`config.mk`:
```
export PLATFORM = sky130hd
export DESIGN_NAME = slave_regs
export DESIGN_NICKNAME = d
export VERILOG_FILES = /design/src/source/mem_map_pkg.sv /design/src/source/axi_pkg.sv /design/src/source/slave_regs.sv
export SDC_FILE = /design/constraint.sdc
export NUM_CORES = 1
export LEC_CHECK = 0
export BUFFER_PORTS_ARGS = -buffer_cell sky130_fd_sc_hd__buf_2
export CORE_ASPECT_RATIO = 0.75
export CORE_MARGIN = 8
export CORE_UTILIZATION = 30
export CTS_BUF_LIST = sky130_fd_sc_hd__clkbuf_4
export DETAILED_ROUTE_END_ITERATION = 7
export HOLD_SLACK_MARGIN = 0.02
export PLACE_DENSITY = 0.52
export SETUP_SLACK_MARGIN = 0.3
export SLEW_MARGIN = 20
export SYNTH_ARGS = -nofsm -noshare
export SYNTH_HDL_FRONTEND = slang
export SYNTH_SLANG_ARGS = --single-unit
```
`constraint.sdc`:
```
create_clock -name clock -period 2.65 [get_ports clock]
set_input_delay 0.53 -clock clock [delete_from_list [all_inputs] [get_ports clock]]
set_output_delay 0.53 -clock clock [all_outputs]
set_load 0.1 [all_outputs]
```
`src/source/mem_map_pkg.sv`:
```
`default_nettype none

package mem_map_pkg;

  // top address nibble picks the target
  localparam logic [3:0] REGION_MEM  = 4'h8;
  localparam logic [3:0] REGION_REGS = 4'h1;

  // sram bank size in 64-bit words
  localparam int MEM_WORDS       = 256;
  localparam int MEM_INDEX_WIDTH = 8;

  // register block indices
  localparam logic [1:0] REG_PROTECT = 2'd0;
  // write response count, read only
  localparam logic [1:0] REG_WRCOUNT = 2'd1;
  // read response count, read only
  localparam logic [1:0] REG_RDCOUNT = 2'd2;
  localparam logic [1:0] REG_SCRATCH = 2'd3;

  // memory view of an address
  typedef struct packed {
    logic [3:0]                 region;
    logic [16:0]                unused;
    logic [MEM_INDEX_WIDTH-1:0] index;
    logic [2:0]                 offset;
  } mem_addr_t;

  // register view of the same address
  typedef struct packed {
    logic [3:0]  region;
    logic [22:0] unused;
    logic [1:0]  index;
    logic [2:0]  offset;
  } reg_addr_t;

  // one address word, two decodes
  typedef union packed {
    mem_addr_t mem;
    reg_addr_t regs;
  } axi_addr_u;

endpackage

`default_nettype wire

```
`src/source/axi_pkg.sv`:
```
`default_nettype none

package axi_pkg;

  // data bus, one 64-bit beat per transfer
  localparam int AXI_DATA_WIDTH = 64;

  // byte address, region in the top nibble
  localparam int AXI_ADDR_WIDTH = 32;

  // read id, echoed back on r
  localparam int AXI_ID_WIDTH = 4;

  // one strobe per data byte
  localparam int AXI_STRB_WIDTH = AXI_DATA_WIDTH / 8;

  // response codes as on the bus
  // exokay is never returned, no exclusive access here
  localparam logic [1:0] RESP_OKAY   = 2'b00;

  // slave error, memory write while protected
  localparam logic [1:0] RESP_SLVERR = 2'b10;

  // decode error, nothing mapped at this region
  localparam logic [1:0] RESP_DECERR = 2'b11;

endpackage

`default_nettype wire
```
`src/source/slave_regs.sv`:
```
`default_nettype none
`timescale 1ns/1ps

module slave_regs
  import axi_pkg::*, mem_map_pkg::*;
(
  input  wire                        clock,
  input  wire                        reset_n,
  // write side, one register per cycle
  input  wire                        we_i,
  input  wire [1:0]                  index_i,
  input  wire [AXI_DATA_WIDTH-1:0]   wdata_i,
  input  wire [AXI_STRB_WIDTH-1:0]   strb_i,
  // completed response pulses
  input  wire                        wr_done_i,
  input  wire                        rd_done_i,
  output logic [AXI_DATA_WIDTH-1:0]  rdata_o,
  output logic                       write_protect_o
);

  logic                      protect_q;
  logic [31:0]               wr_count_q;
  logic [31:0]               rd_count_q;
  logic [AXI_DATA_WIDTH-1:0] scratch_q;

  // protect bit lives in byte 0
  always_ff @(posedge clock) begin
    if (!reset_n) begin
      protect_q <= 1'b0;
    end else if (we_i && index_i == REG_PROTECT && strb_i[0]) begin
      protect_q <= wdata_i[0];
    end
  end

  // scratch word, plain storage
  always_ff @(posedge clock) begin
    if (we_i && index_i == REG_SCRATCH) begin
      for (int b = 0; b < AXI_STRB_WIDTH; b++) begin
        if (strb_i[b]) begin
          scratch_q[8*b +: 8] <= wdata_i[8*b +: 8];
        end
      end
    end
  end

  // response counters, no write path
  always_ff @(posedge clock) begin
    if (!reset_n) begin
      wr_count_q <= '0;
      rd_count_q <= '0;
    end else begin
      if (wr_done_i) begin
        wr_count_q <= wr_count_q + 32'd1;
      end
      if (rd_done_i) begin
        rd_count_q <= rd_count_q + 32'd1;
      end
    end
  end

  // read mux, sampled by the FSM at the ar handshake
  always_comb begin
    case (index_i)
      REG_PROTECT: rdata_o = {{(AXI_DATA_WIDTH-1){1'b0}}, protect_q};
      REG_WRCOUNT: rdata_o = {32'd0, wr_count_q};
      REG_RDCOUNT: rdata_o = {32'd0, rd_count_q};
      default:     rdata_o = scratch_q;
    endcase
  end

  assign write_protect_o = protect_q;

endmodule

`default_nettype wire

```
Yosys cells after proc, flatten, opt, wreduce, memory -nomap -nowiden
Cells that the tools add are included.
{"block": "totals", "output_inout_bits": 65, "input_bits": 79, "regBits": 129}
{"block": "op_classes", "add_sub_neg": 2, "n_reduce_logical": 12, "n_eq_ne": 3, "n_mux": 1}
{"op": "$pmux W64 S3", "count": 1}
{"op": "$add A32 B1 Y32 const B", "count": 2}
{"op": "$reduce_and A2 Y1", "count": 8}
{"op": "$eq A2 B2 Y1 const B", "count": 2}
{"op": "$logic_and A1 B1 Y1", "count": 3}
{"op": "$eq A2 B1 Y1 const B", "count": 1}
{"op": "$logic_not A2 Y1", "count": 1}

Longest topological paths before layout
{"block": "depth", "word_depth": 3, "depth_mapped": 7, "ltp_nobuf": 5}

Worst setup path after synthesis
No wires, ideal clock.
{"block": "synth_path", "path_type": "input -> output", "from": "in index_i[0]", "to": "out rdata_o[32]", "arrival_time_ns": 2.084, "path_stages": 4, "t_required_ns": 2.120, "setup_slack_ns": 0.036, "n_path_buf": 3, "path_cell_list": "clkbuf_1 > clkbuf_1 > clkbuf_1 > and3_1"}
{"block": "synth_between", "elab_chain_len": 2, "word_cells_on_any_way": 4}
{"item": "start: declaration", "line_no": "slave_regs.sv:11", "rtl": "input wire [1:0] index_i,"}
{"item": "$eq A2 B2 Y1, or another cell as far along", "line_no": "slave_regs.sv:63", "rtl": "case (index_i)"}
{"item": "$pmux W64 S3 (*)", "line_no": "slave_regs.sv:63"}
{"item": "end: declaration", "line_no": "slave_regs.sv:17", "rtl": "output logic [AXI_DATA_WIDTH-1:0] rdata_o,"}
Mark *: on every way between the ends. The rest lies on a longest branch, timed or not.

Worst setup path in the final report
{"block": "layout_path", "from": "in index_i[1]", "to": "out rdata_o[0]"}
Same word-level chain as after synthesis.

==> flow_summary.ini <==
[power]
p_seq_share_pct = 50.4
p_switching_uw = 1230
pwr-share-comb_pct = 15.5
power.internal_uw = 3040
switching_share_pct = 28.8
p_clk_share_pct = 34.1
leakagePower_uw = 0.00304
power_density_mw_per_mm2 = 518
ir_drop_mv = 0.297
power.total_uw = 4270

[route]
via_per_inst = 5.30
num_vias = 5026
wl_met3_um = 1180
top_layer_used = met5
first_iter_violations = 339
remaining_drc_errors = 0
wl_per_cell_um = 19.4
ant_nets = 0
wirelength_um = 18500
wl_met2_um = 8760
wl_met1_um = 8130
drt-pass1-iter-count = 8

[timing]
period_needed_ns = 2.28
skew_ns = 0.0201
clock.fmax_mhz = 438
holdWs_ns = 0.157
worst_slack_ns = 0.369
slew_headroom_pct = 61.2
slew_violations = 0
tightest_slew_ns = 0.582
setup_tns_ns = 0
rsz0062_at_grt = no
setup_violations = 0
min_period_over_period_pct = 86.1
finalHoldViolations = 0

[grt]
grt_antenna_before_repair = 1
grt_first_pass_wirelength_um = 28500
track_usage_pct = 15.3
grt_max_degree = 34
overflow = 0
grt_pass1_vias = 4987

[synth]
yosys-top-cells-count = 65 x dfxtp_1, 64 x edfxtp_1, 49 x and3_1
synth_most_common_cell = dfxtp_1
synth_warnings = 0
synth_cells = 546
yosysUniqueCellTypes = 39
yosys-top-cells-area = edfxtp_1 32%, dfxtp_1 22%, mux2_2 5.3%, and3_1 5.2%, a22o_1 4.6%
synth-edff-count = 64
syn_nets = 627
avgSynthCellArea_um2 = 10.8
ys_seq_area_share_pct = 54.4
synth_top_area_share_pct = 32.5
syn-cell-area_mm2 = 0.00592
async_flop_share_pct = 0
ys_ff_latch = 129
yosys.area.top_type = edfxtp_1
ys.flop_type = dfxtp_1

[floorplan]
die_w_um = 178
die-area_mm2 = 0.0245
chipHeight_um = 138
core_mm2 = 0.0194
rows = 44
start_util_pct = 30.5
io_pins = 144

[worst_setup_path]
critical_path_class = in -> out
ff2ff_setup_slack_ns = 0.52
start_kind = primary input
crit_required_ns = 2.12
crit_path_end_kind = output pin
cp.arrival_ns = 1.75
worstPathMaxFanout = 16

[min_path]
hp-class = in -> reg

[cells_and_area]
finalNonFillerCells = 949
layout-drive-gt1-share_pct = 41.2
area_growth_syn_to_layout_pct = 39.1
final_nets = 763

[clock_network]
path_clk_slew_ns = 0.13
cts_sinks = 129
cts_tree = yes
root_buffer = clkbuf_4
cts_made_buffers = 17
holdBufCountCts = 0
clockBufferDepth = 2
clock_latency_ns = 0.53
htree_levels = 4

[placed_design]
numPortBuffers = 143
hpwlAfterDp_um = 14000
gp_congestion = 0.805
place_ws_ns = 0.353
placed_cells = 916

[outcome]
status = finished, final reports clean

[run]
max_cap_violations = 0
-- flip-flops by register name (all words and copies together) (netlist names) --
signal           flops
write_protect_o      1
wr_count_q          32
rd_count_q          32
scratch_q           64
-- cell usage in the layout, fill, tap and decap left out, drive strengths merged, types with 3 or more instances in the layout --
master,count
inv,12
buf,155
a22o,31
clkinv,7
nand2,31
dfxtp,65
edfxtp,64
o21ai,15
mux2,28
or3,12
bufinv,3
nor2,23
mux2i,3
or4,31
and2,3
nand3,16
nand4,22
and3,49
clkbuf,19
and4,5
xnor2,5
a21oi,40
xor2,14
o31ai,29
-- power by group through the flow --
| stage | combinational (uW) | sequential [uW] | clock [uW] |
|---|---|---|---|
| after floorplan | 390 | 2190 | 0 |
| after global placement | 660 | 2200 | 0 |
| after detailed placement | 666 | 2200 | 0 |
| after CTS | 668 | 2150 | 1510 |
| after global routing | 692 | 2150 | 1590 |
| final | 663 | 2150 | 1450 |
-- layout make-up --
cell class / instances / area (um^2)
Clock inverter: 14 / 164
Antenna cell: 1 / 2.50
Fill cell: 1836 / 11100
Timing Repair Buffer: 156 / 1770
Sequential cell: 129 / 3220
Inverter: 8 / 30.0
Multi-Input combinational cell: 370 / 2590
Clock buffer: 18 / 135
Tap cell: 253 / 317
-- kinds of logic (layout without fill, tap and decap cells) --
family,after synthesis,in the layout,synth area share (%)
AOI/OAI and AO/OA,119,119,13.4
xor gates and xnor gates,19,19,2.81
adders and majority gates,2,2,0.423
other,0,1,0
DFF,129,129,54.4
buffers and inverters,47,196,3.28
and+or+nand+nor,198,198,19.4
muxes,32,32,6.21
-- worst max-delay path, cell delays in order --
cell and delay (ns):
buf_2 0.35, mux4_2 0.57, clkbuf_4 0.30
-- worst paths after layout --
| check | from | to | cells after the start |
|---|---|---|---|
| max | index_i[1] | rdata_o[0] | 3 |
| min | wdata_i[55] | scratch_q[55] | 1 |
| max reg2reg | rd_count_q[9] | rd_count_q[27] | 4 |
| min reg2reg | wr_count_q[22] | wr_count_q[22] | 2 |
-- metrics by stage --
stage	util [%]	area, um^2
finish	42.5	8240
global route	42.5	8230
CTS	42.4	8220
detailed placement	40.9	7920
global placement	40.9	7920
floorplan	-	6000
-- layer usage --
metal / vias to the layer above / global-route usage (%)
li1: 2384 / -
met1: 2472 / 19.4
met2: 140 / 24.5
met3: 28 / 4.63
met4: 2 / 5.36
met5: - / 0
-- timing repair --
item,in CTS,in global routing
setup buffers,0,0
endpoints found under the setup margin,0,10
gates resized for setup,0,3
(Power assumes the default switching activity.)
