==> config.mk <==
export PLATFORM = sky130hd
export DESIGN_NAME = axi_slave_fsm
export DESIGN_NICKNAME = d
export VERILOG_FILES = /design/src/source/mem_map_pkg.sv /design/src/source/axi_pkg.sv /design/src/source/axi_slave_fsm.sv
export SDC_FILE = /design/constraint.sdc
export NUM_CORES = 1
export LEC_CHECK = 0
export BUFFER_PORTS_ARGS = -buffer_cell sky130_fd_sc_hd__clkbuf_2
export CAP_MARGIN = 20
export CELL_PAD_IN_SITES_DETAIL_PLACEMENT = 1
export CELL_PAD_IN_SITES_GLOBAL_PLACEMENT = 1
export CORE_AREA = 2 2 204 206
export DETAILED_ROUTE_END_ITERATION = 8
export DIE_AREA = 0 0 206 208
export PLACE_DENSITY_LB_ADDON = 0.08
export SLEW_MARGIN = 5
export SYNTH_ARGS = -nofsm -noshare
export SYNTH_HDL_FRONTEND = slang
export SYNTH_SLANG_ARGS = --single-unit
==> constraint.sdc <==
create_clock -name clock -period 5.9 [get_ports clock]
set_input_delay 1.18 -clock clock [delete_from_list [all_inputs] [get_ports clock]]
set_output_delay 1.18 -clock clock [all_outputs]
set_load 0.02 [all_outputs]
==> src/source/mem_map_pkg.sv <==
`default_nettype none

package mem_map_pkg;

  // top address nibble picks the target
  localparam logic [3:0] REGION_MEM  = 4'h8;
  localparam logic [3:0] REGION_REGS = 4'h1;

  // sram bank size in 64-bit words
  localparam int MEM_WORDS       = 256;
  localparam int MEM_INDEX_WIDTH = 8;

  // register block indices
  localparam logic [1:0] REG_PROTECT = 2'd0;
  // write response count, read only
  localparam logic [1:0] REG_WRCOUNT = 2'd1;
  // read response count, read only
  localparam logic [1:0] REG_RDCOUNT = 2'd2;
  localparam logic [1:0] REG_SCRATCH = 2'd3;

  // memory view of an address
  typedef struct packed {
    logic [3:0]                 region;
    logic [16:0]                unused;
    logic [MEM_INDEX_WIDTH-1:0] index;
    logic [2:0]                 offset;
  } mem_addr_t;

  // register view of the same address
  typedef struct packed {
    logic [3:0]  region;
    logic [22:0] unused;
    logic [1:0]  index;
    logic [2:0]  offset;
  } reg_addr_t;

  // one address word, two decodes
  typedef union packed {
    mem_addr_t mem;
    reg_addr_t regs;
  } axi_addr_u;

endpackage

`default_nettype wire

==> src/source/axi_pkg.sv <==
`default_nettype none

package axi_pkg;

  // data bus, one 64-bit beat per transfer
  localparam int AXI_DATA_WIDTH = 64;

  // byte address, region in the top nibble
  localparam int AXI_ADDR_WIDTH = 32;

  // read id, echoed back on r
  localparam int AXI_ID_WIDTH = 4;

  // one strobe per data byte
  localparam int AXI_STRB_WIDTH = AXI_DATA_WIDTH / 8;

  // response codes as on the bus
  // exokay is never returned, no exclusive access here
  localparam logic [1:0] RESP_OKAY   = 2'b00;

  // slave error, memory write while protected
  localparam logic [1:0] RESP_SLVERR = 2'b10;

  // decode error, nothing mapped at this region
  localparam logic [1:0] RESP_DECERR = 2'b11;

endpackage

`default_nettype wire
==> src/source/axi_slave_fsm.sv <==
`default_nettype none
`timescale 1ns/1ps

module axi_slave_fsm
  import axi_pkg::*, mem_map_pkg::*;
(
  input  wire                        clock,
  input  wire                        reset_n,
  // read address and data channels
  input  wire                        axi_ar_valid_i,
  input  wire [AXI_ADDR_WIDTH-1:0]   axi_ar_addr_i,
  input  wire [AXI_ID_WIDTH-1:0]     axi_ar_id_i,
  input  wire                        axi_r_ready_i,
  output logic                       axi_ar_ready_o,
  output logic                       axi_r_valid_o,
  output logic [AXI_DATA_WIDTH-1:0]  axi_r_data_o,
  output logic [1:0]                 axi_r_resp_o,
  output logic                       axi_r_last_o,
  output logic [AXI_ID_WIDTH-1:0]    axi_r_id_o,
  // write address, data and response channels
  input  wire                        axi_aw_valid_i,
  input  wire [AXI_ADDR_WIDTH-1:0]   axi_aw_addr_i,
  input  wire                        axi_w_valid_i,
  input  wire [AXI_DATA_WIDTH-1:0]   axi_w_data_i,
  input  wire [AXI_STRB_WIDTH-1:0]   axi_w_strb_i,
  input  wire                        axi_b_ready_i,
  output logic                       axi_aw_ready_o,
  output logic                       axi_w_ready_o,
  output logic                       axi_b_valid_o,
  output logic [1:0]                 axi_b_resp_o,
  // sram bank side
  output logic                       mem_re_o,
  output logic [MEM_INDEX_WIDTH-1:0] mem_raddr_o,
  output logic                       mem_we_o,
  output logic [MEM_INDEX_WIDTH-1:0] mem_waddr_o,
  output logic [AXI_DATA_WIDTH-1:0]  mem_wdata_o,
  output logic [AXI_STRB_WIDTH-1:0]  mem_strb_o,
  input  wire [AXI_DATA_WIDTH-1:0]   mem_rdata_i,
  // register block side
  output logic                       reg_we_o,
  output logic [1:0]                 reg_index_o,
  output logic [AXI_DATA_WIDTH-1:0]  reg_wdata_o,
  output logic [AXI_STRB_WIDTH-1:0]  reg_strb_o,
  output logic                       wr_done_o,
  output logic                       rd_done_o,
  input  wire [AXI_DATA_WIDTH-1:0]   reg_rdata_i,
  input  wire                        write_protect_i
);

  // handshakes
  logic ar_hs, r_hs, aw_hs, w_hs, b_hs;

  // incoming read address and latched write address, both views
  axi_addr_u ar_addr;
  axi_addr_u aw_addr_q;
  logic      ar_mem_hit, ar_reg_hit;
  logic      wr_mem_hit, wr_reg_hit;

  // read side: busy means response pending
  logic                      r_busy_q;
  logic                      rd_mem_q, rd_reg_q;
  logic [AXI_DATA_WIDTH-1:0] rd_reg_data_q;
  logic [AXI_ID_WIDTH-1:0]   rd_id_q;
  logic [1:0]                rd_resp_q;

  // write side: data phase, then response phase
  logic       w_data_q, w_resp_q;
  logic [1:0] b_resp_q;
  logic       reg_wr_now;

  assign ar_hs = axi_ar_valid_i & axi_ar_ready_o;
  assign r_hs  = axi_r_valid_o & axi_r_ready_i;
  assign aw_hs = axi_aw_valid_i & axi_aw_ready_o;
  assign w_hs  = axi_w_valid_i & axi_w_ready_o;
  assign b_hs  = axi_b_valid_o & axi_b_ready_i;

  // region decode
  assign ar_addr    = axi_ar_addr_i;
  assign ar_mem_hit = (ar_addr.mem.region == REGION_MEM);
  assign ar_reg_hit = (ar_addr.regs.region == REGION_REGS);
  assign wr_mem_hit = (aw_addr_q.mem.region == REGION_MEM);
  assign wr_reg_hit = (aw_addr_q.regs.region == REGION_REGS);

  // register write this cycle, owns the shared register index
  assign reg_wr_now = w_hs & wr_reg_hit;

  // read FSM, idle until ar, respond until r
  always_ff @(posedge clock) begin
    if (!reset_n) begin
      r_busy_q <= 1'b0;
    end else if (ar_hs) begin
      r_busy_q <= 1'b1;
    end else if (r_hs) begin
      r_busy_q <= 1'b0;
    end
  end

  // read payload captured at the address handshake
  always_ff @(posedge clock) begin
    if (ar_hs) begin
      rd_id_q       <= axi_ar_id_i;
      rd_mem_q      <= ar_mem_hit;
      rd_reg_q      <= ar_reg_hit;
      rd_reg_data_q <= reg_rdata_i;
      rd_resp_q     <= (ar_mem_hit | ar_reg_hit) ? RESP_OKAY : RESP_DECERR;
    end
  end

  // ar stalls one cycle only if a register write holds the index
  assign axi_ar_ready_o = ~r_busy_q & ~reg_wr_now;
  assign axi_r_valid_o  = r_busy_q;
  // single beat, every beat is the last
  assign axi_r_last_o   = r_busy_q;
  assign axi_r_id_o     = rd_id_q;
  assign axi_r_resp_o   = rd_resp_q;
  // sram output only moves on a new ar, so it holds under stall
  assign axi_r_data_o   = rd_mem_q ? mem_rdata_i :
                          rd_reg_q ? rd_reg_data_q : '0;

  // memory read issued with the address handshake
  assign mem_re_o    = ar_hs & ar_mem_hit;
  assign mem_raddr_o = ar_addr.mem.index;

  // write FSM, idle -> data -> respond
  always_ff @(posedge clock) begin
    if (!reset_n) begin
      w_data_q <= 1'b0;
      w_resp_q <= 1'b0;
    end else begin
      if (aw_hs) begin
        w_data_q <= 1'b1;
      end else if (w_hs) begin
        w_data_q <= 1'b0;
      end
      if (w_hs) begin
        w_resp_q <= 1'b1;
      end else if (b_hs) begin
        w_resp_q <= 1'b0;
      end
    end
  end

  // latched write address
  always_ff @(posedge clock) begin
    if (aw_hs) begin
      aw_addr_q <= axi_aw_addr_i;
    end
  end

  // write response decided at the data handshake
  always_ff @(posedge clock) begin
    if (w_hs) begin
      if (wr_mem_hit) begin
        b_resp_q <= write_protect_i ? RESP_SLVERR : RESP_OKAY;
      end else if (wr_reg_hit) begin
        b_resp_q <= RESP_OKAY;
      end else begin
        b_resp_q <= RESP_DECERR;
      end
    end
  end

  assign axi_aw_ready_o = ~w_data_q & ~w_resp_q;
  assign axi_w_ready_o  = w_data_q;
  assign axi_b_valid_o  = w_resp_q;
  assign axi_b_resp_o   = b_resp_q;

  // memory write, dropped while protected
  assign mem_we_o    = w_hs & wr_mem_hit & ~write_protect_i;
  assign mem_waddr_o = aw_addr_q.mem.index;
  assign mem_wdata_o = axi_w_data_i;
  assign mem_strb_o  = axi_w_strb_i;

  // register write, counters ignore it inside the block
  assign reg_we_o    = reg_wr_now;
  assign reg_index_o = reg_wr_now ? aw_addr_q.regs.index : ar_addr.regs.index;
  assign reg_wdata_o = axi_w_data_i;
  assign reg_strb_o  = axi_w_strb_i;

  // completed responses, errors included
  assign wr_done_o = b_hs;
  assign rd_done_o = r_hs;

endmodule

`default_nettype wire

== Word-level counts from Yosys, hierarchy flattened ==
Index checks and enable logic that the tools add are counted.
Operators by class
  eq/ne operators: 4
  mux-type cells: 13
  bitwise operators: 17
  reductions and logical operators: 3
Operators by type and width (number)
  2-to-1 mux 64 bit: 2
  AND 1 bit: 11
  2-to-1 mux 2 bit: 5
  == test 4 x 1 -> 1 bit, second input constant: 2
  == test 4 bit, second input constant: 2
  2-to-1 mux 1 bit: 6
  nonzero test 2 bit: 3
  NOT 1 bit: 5
  bitwise OR 1 bit: 1
Storage, ports and cells
  bits in registers: 109
  input port bits: 276
  logic and storage cells: 47

== Depth between registers and ports, before layout ==
  depth in word-level cells: 6
  depth in mapped cells: 4
  depth with buffers taken out: 3

== Least setup slack after synthesis ==
Ideal clock, no wire load.
  kind: input-to-output
  start point: input axi_w_valid_i
  end point: output mem_re_o
  arrival: 3.814 ns
  required time: 4.720 ns
  path slack: 0.906 ns
  stages: 4
  buffers on the path: 1
  path through: and2_4 buf_6 a311oi_4 and2_1
On the way
  longest elaborated chain between the ends: 6
RTL lines
  start, declared: line axi_slave_fsm.sv:23  | input wire axi_w_valid_i,
  AND 1 bit: line axi_slave_fsm.sv:74  | assign w_hs = axi_w_valid_i & axi_w_ready_o;
  via w_hs: line axi_slave_fsm.sv:51  | logic ar_hs, r_hs, aw_hs, w_hs, b_hs;
  AND 1 bit: line axi_slave_fsm.sv:85  | assign reg_wr_now = w_hs & wr_reg_hit;
  NOT 1 bit: line axi_slave_fsm.sv:110  | assign axi_ar_ready_o = ~r_busy_q & ~reg_wr_now;
  AND 1 bit: line axi_slave_fsm.sv:110
  AND 1 bit: line axi_slave_fsm.sv:71  | assign ar_hs = axi_ar_valid_i & axi_ar_ready_o;
  via ar_hs: line axi_slave_fsm.sv:51
  AND 1 bit: line axi_slave_fsm.sv:121  | assign mem_re_o = ar_hs & ar_mem_hit;
  end, declared: line axi_slave_fsm.sv:32  | output logic mem_re_o,
The timed path passes the listed nets, and every way through them passes these cells.

== Worst setup path after layout ==
  start point: register rd_mem_q
  end point: output axi_r_data_o[30]
On the way
  longest elaborated chain between the ends: 1
RTL lines
  start, declared: line axi_slave_fsm.sv:61  | logic rd_mem_q, rd_reg_q;
  start signal, assigned: line axi_slave_fsm.sv:102  | rd_mem_q <= ar_mem_hit;
  2-to-1 mux 64 bit: line axi_slave_fsm.sv:117  | assign axi_r_data_o = rd_mem_q ? mem_rdata_i :
  end, declared: line axi_slave_fsm.sv:16  | output logic [AXI_DATA_WIDTH-1:0] axi_r_data_o,
Every way passes these cells.

==> results list <==
- The flow ran to the end, and the final reports show no timing, DRC or antenna violations.
- Final non-filler cell area: ~5700 um^2
- Placed standard-cell area: 5400 um^2
- The number of cells on the worst reg-to-reg path is 4.
- Slowest cell on the critical path: sky130_fd_sc_hd__buf_4
* Maximum number of pins on one net before global-route repair: 66
- Slew at the pin with the worst max-slew slack: just over 0.8 ns
- The number of setup buffers added after CTS is 0.
* Initial cell density of the core: 11.7%
- Synthesis inferred 88 register bits.
- Aggregate global-route resource usage: 8.59%
* Clock latency on the worst-skew pair: 0.38 ns
- The worst hold path belongs to the class reg -> reg.
- After synthesis the cells add up to 4750 um^2.
* Setup slack after placement: 2.53 ns
- Endpoint of the worst setup timing path: axi_r_data_o[30]
* Number of DRC markers in iteration 0: 104
* Count of non-filler cells in the finished layout: 989
- Sw Pwr: around 450 uW
* Share of total power in sequential cells: 46.4%
* Internal portion of total power: approximately 1200 uW
- Average vias per placed instance: 3.10
* Xor/xnor share of the synthesized area: 0%
- After global routing the overflow that remains totals 0.
- Cells fill 14.1% of the core in the end.
- The clock network accounts for 38.0% of the total power.
- Number of cells on the critical path: 4
- Ports: ~520
- Compared with the post-synthesis result, the final layout area differs by 20.1%.
- Max-cap violations in this run came to 0.
* Routed wire length: between 15000 and 20000 um
- Area of the placeable core: 40600 um^2
- The detail route stage leaves a number of antenna-violating nets equal to 0.
- The worst path meets setup with 2.30 ns of slack.
- Die X-Extent: 206 um
* Biggest cell delay along the critical path: 0.55 ns
* Post-synthesis mux area share: 0.474%
- Gate family responsible for the most delay along the worst path: buffers and inverters
* Yosys warning total: 0
- The clock passes through at most 2 buffers.
* Asr flop ratio synth: 0%
* Hold bufs inserted after CTS: 0
* Compound-Gate Fraction of Synth Area: 13.0%
- RSZ-0062 raised after global routing: false
* Filler Cell Count: 4735
- Initial antenna violation count: 1
- Dividing total power by cell area gives a power density of 283 nW/um^2.
- Synthesized net count: 637
- Number of buffers created by CTS: 9
- Number of detailed-routing iterations run before antenna repair: 4
- The number of buffers and inverters on the critical path is 2.
- Required time worst endpoint: roughly 4.7 ns
* Primary flip-flop cell chosen by synthesis mapping: sky130_fd_sc_hd__edfxtp_1
- Setup crit end kind: primary output
- The net count of the finished layout is 727.
* Count of clock tree sinks: 88
* Startpoint Class: flop
- Site row count: between 70 and 80
- Setup violators final: 0
- Clock-pin slew on the worst setup and hold paths: 0.07 ns
- Derived from the worst setup path, the maximum achievable clock frequency is 278 MHz.
- Final number of max-transition violations: 0
* Switching share of total power: between 20% and 30%
- Final period util: between 60 and 70%
- The smallest clock period supported by the final layout is computed as 3.60 ns.
* Area share of the leading cell type in the synthesized netlist: 53.8%
- In this run the tightest slew margin relative to its limit is 46.3%.
- At the end of routability-driven placement, the weighted congestion stood at between 0.7 and 0.8.
* Clock tree from TritonCTS: done
- The floorplan step defined a die boundary enclosing 42800 um^2.
- Post-DP HPWL: 15200 um
- Die H: 208 um
- FF-to-FF End: rd_reg_data_q[28]
- Largest cells by area after synthesis: sky130_fd_sc_hd__edfxtp_1 54%, sky130_fd_sc_hd__buf_4 27%, sky130_fd_sc_hd__a22o_1 12%, sky130_fd_sc_hd__dfxtp_1 1.3%, sky130_fd_sc_hd__buf_2 0.74%
- Vias after detailed routing: 3068
- The first global-routing pass estimated 25400 um of wire.
* Arrival time reported for the critical path endpoint: 2.42 ns
* Remaining design rule violation count: 0
- In this run the number of H-tree levels came out at 3.
- The worst register-to-register path begins at aw_addr_q[28].
- Crit Path Max Fanout: between 40 and 50
* Leading area contributor after synthesis: sky130_fd_sc_hd__edfxtp_1
- In this run the static leakage power is 0.00240 uW.
* Launch point of the worst path: rd_mem_q
- Summing the sequential cell areas from Yosys gives 55.0% of the chip area.
* Gate count after technology mapping: 361
* Buffers on Ports: between 200 and 300
- Dpl cells: 972
- Critical Setup Path Class: reg -> out
- The cell sitting at the root of the clock tree is a sky130_fd_sc_hd__clkbuf_16.
* Gates resized, CTS repair: 0
- After Yosys synthesis, full adders, half adders and majority gates account for 0% of the synthesized area.
- Of the total synthesized cell area, the portion taken by AND, OR, NAND and NOR gates is 3.85%.
- After synthesis, the largest family of logic cells by area is buffers and inverters.
* Number of flops mapped to enable cells by yosys: 85
- Fraction of layout instances using a drive strength above 1: 62.1%
- Part of the power in combinational logic: 15.6%
- After routing, the total negative slack on setup checks comes to 0 ns.
* Average cell area after synthesis: 13.2 um^2
- Worst Skew: about 0.012 ns
- The final-report hold violation count was 0.
- Count of unique library cells instantiated by Yosys: 24
* Crit-path cells: nor2b_4 > buf_4 > a22o_1 > clkbuf_2
* Via count of the first global-routing pass: 3478
- The worst-case IR drop observed on VDD is 141 uV.
* Routed WL per cell: 19.1 um
- Worst-case register-to-register setup slack: between 3 and 4 ns
-- cells by family (layout without fill, tap and decap cells) --
family / after synthesis / count (layout)
compound gates: 70 / 70
buf+inv: 178 / 273
flops: 88 / 88
mux: 2 / 2
other cells: 0 / 1
simple gates: 23 / 23
-- layout make-up --
type / instances / area (um^2) / share of cell area [%]
sequential: 88 / 2610 / 45.8
multi-input combinational: 95 / 828 / 14.5
timing repair buffer: 256 / 1290 / 22.7
tap: 532 / 666 / 11.7
inverter: 1 / 3.75 / 0.0658
clock inverter: 7 / 71.3 / 1.25
antenna: 1 / 2.50 / 0.0439
clock buffer: 9 / 225 / 3.95
-- metrics by stage --
stage	power [uW]	hold slack, ns
after floorplan	1050	0.590
after global placement	1020	0.633
after detailed placement	1020	0.628
after CTS	1680	0.652
after global routing	1700	0.688
final	1610	0.646
-- worst register-to-register path, cell delays in order, from the launching register on --
cell and delay [ns]:
sky130_fd_sc_hd__edfxtp_1 0.40, sky130_fd_sc_hd__nor2b_4 0.17, sky130_fd_sc_hd__a311oi_4 0.32, sky130_fd_sc_hd__buf_4 0.40
sky130_fd_sc_hd__buf_4 0.68
-- worst min-delay path by stage --
stage / start / to / slack [ns] / cells after the start
floorplan: aw_addr_q[28] / axi_b_resp_o[0] / 0.59 / 2
global placement: axi_w_ready_o / axi_w_ready_o / 0.63 / 2
detailed placement: axi_b_valid_o / axi_b_valid_o / 0.63 / 2
CTS: axi_b_valid_o / axi_b_valid_o / 0.65 / 2
global route: axi_w_ready_o / axi_w_ready_o / 0.69 / 2
finish: axi_b_valid_o / axi_b_valid_o / 0.65 / 2
-- sequential cells by signal, indices dropped and copies added, names as in the netlist --
name	count
axi_b_resp_o	2
axi_r_id_o	4
rd_reg_q	1
aw_addr_q	12
rd_mem_q	1
axi_b_valid_o	1
axi_w_ready_o	1
rd_reg_data_q	64
axi_r_resp_o	1
axi_r_last_o	1
-- layer usage --
layer	global-route usage (%)	wire, um
met1	7.39	5940
met2	14.6	9250
met3	6.83	3270
met4	3.33	402
met5	0.461	0
-- cells in the mapped netlist (all sizes together), types with 2 or more instances --
cell type  number
and2            5
o21a            3
o21ai           3
nor2b           6
and3            2
nor2            4
nand2           2
buf           176
mux2            2
edfxtp         85
a22o           63
nor4b           2
dfxtp           3
-- placed cells by master, fill, tap and decap left out, types with 2 or more instances in the layout --
master                       instances
sky130_fd_sc_hd__a22o_1             63
sky130_fd_sc_hd__and2_1              4
sky130_fd_sc_hd__and3_2              2
sky130_fd_sc_hd__buf_4               4
sky130_fd_sc_hd__clkbuf_16           9
sky130_fd_sc_hd__clkbuf_2          252
sky130_fd_sc_hd__clkinvlp_4          2
sky130_fd_sc_hd__dfxtp_1             3
sky130_fd_sc_hd__edfxtp_1           85
sky130_fd_sc_hd__mux2_2              2
sky130_fd_sc_hd__nand2_1             2
sky130_fd_sc_hd__nor2_1              3
sky130_fd_sc_hd__nor2b_1             4
sky130_fd_sc_hd__nor2b_4             2
sky130_fd_sc_hd__o21a_1              3
sky130_fd_sc_hd__o21ai_0             3
-- power groups by stage --
stage	Sequential (uW)	Clock, uW	Combinational (uW)
3_5_place_dp	763	0	259
5_1_grt	753	679	273
3_3_place_gp	762	0	259
4_1_cts	749	667	259
2_1_floorplan	762	0	286
6_report	748	613	251
Note: power is estimated with default switching activity, not from simulation.
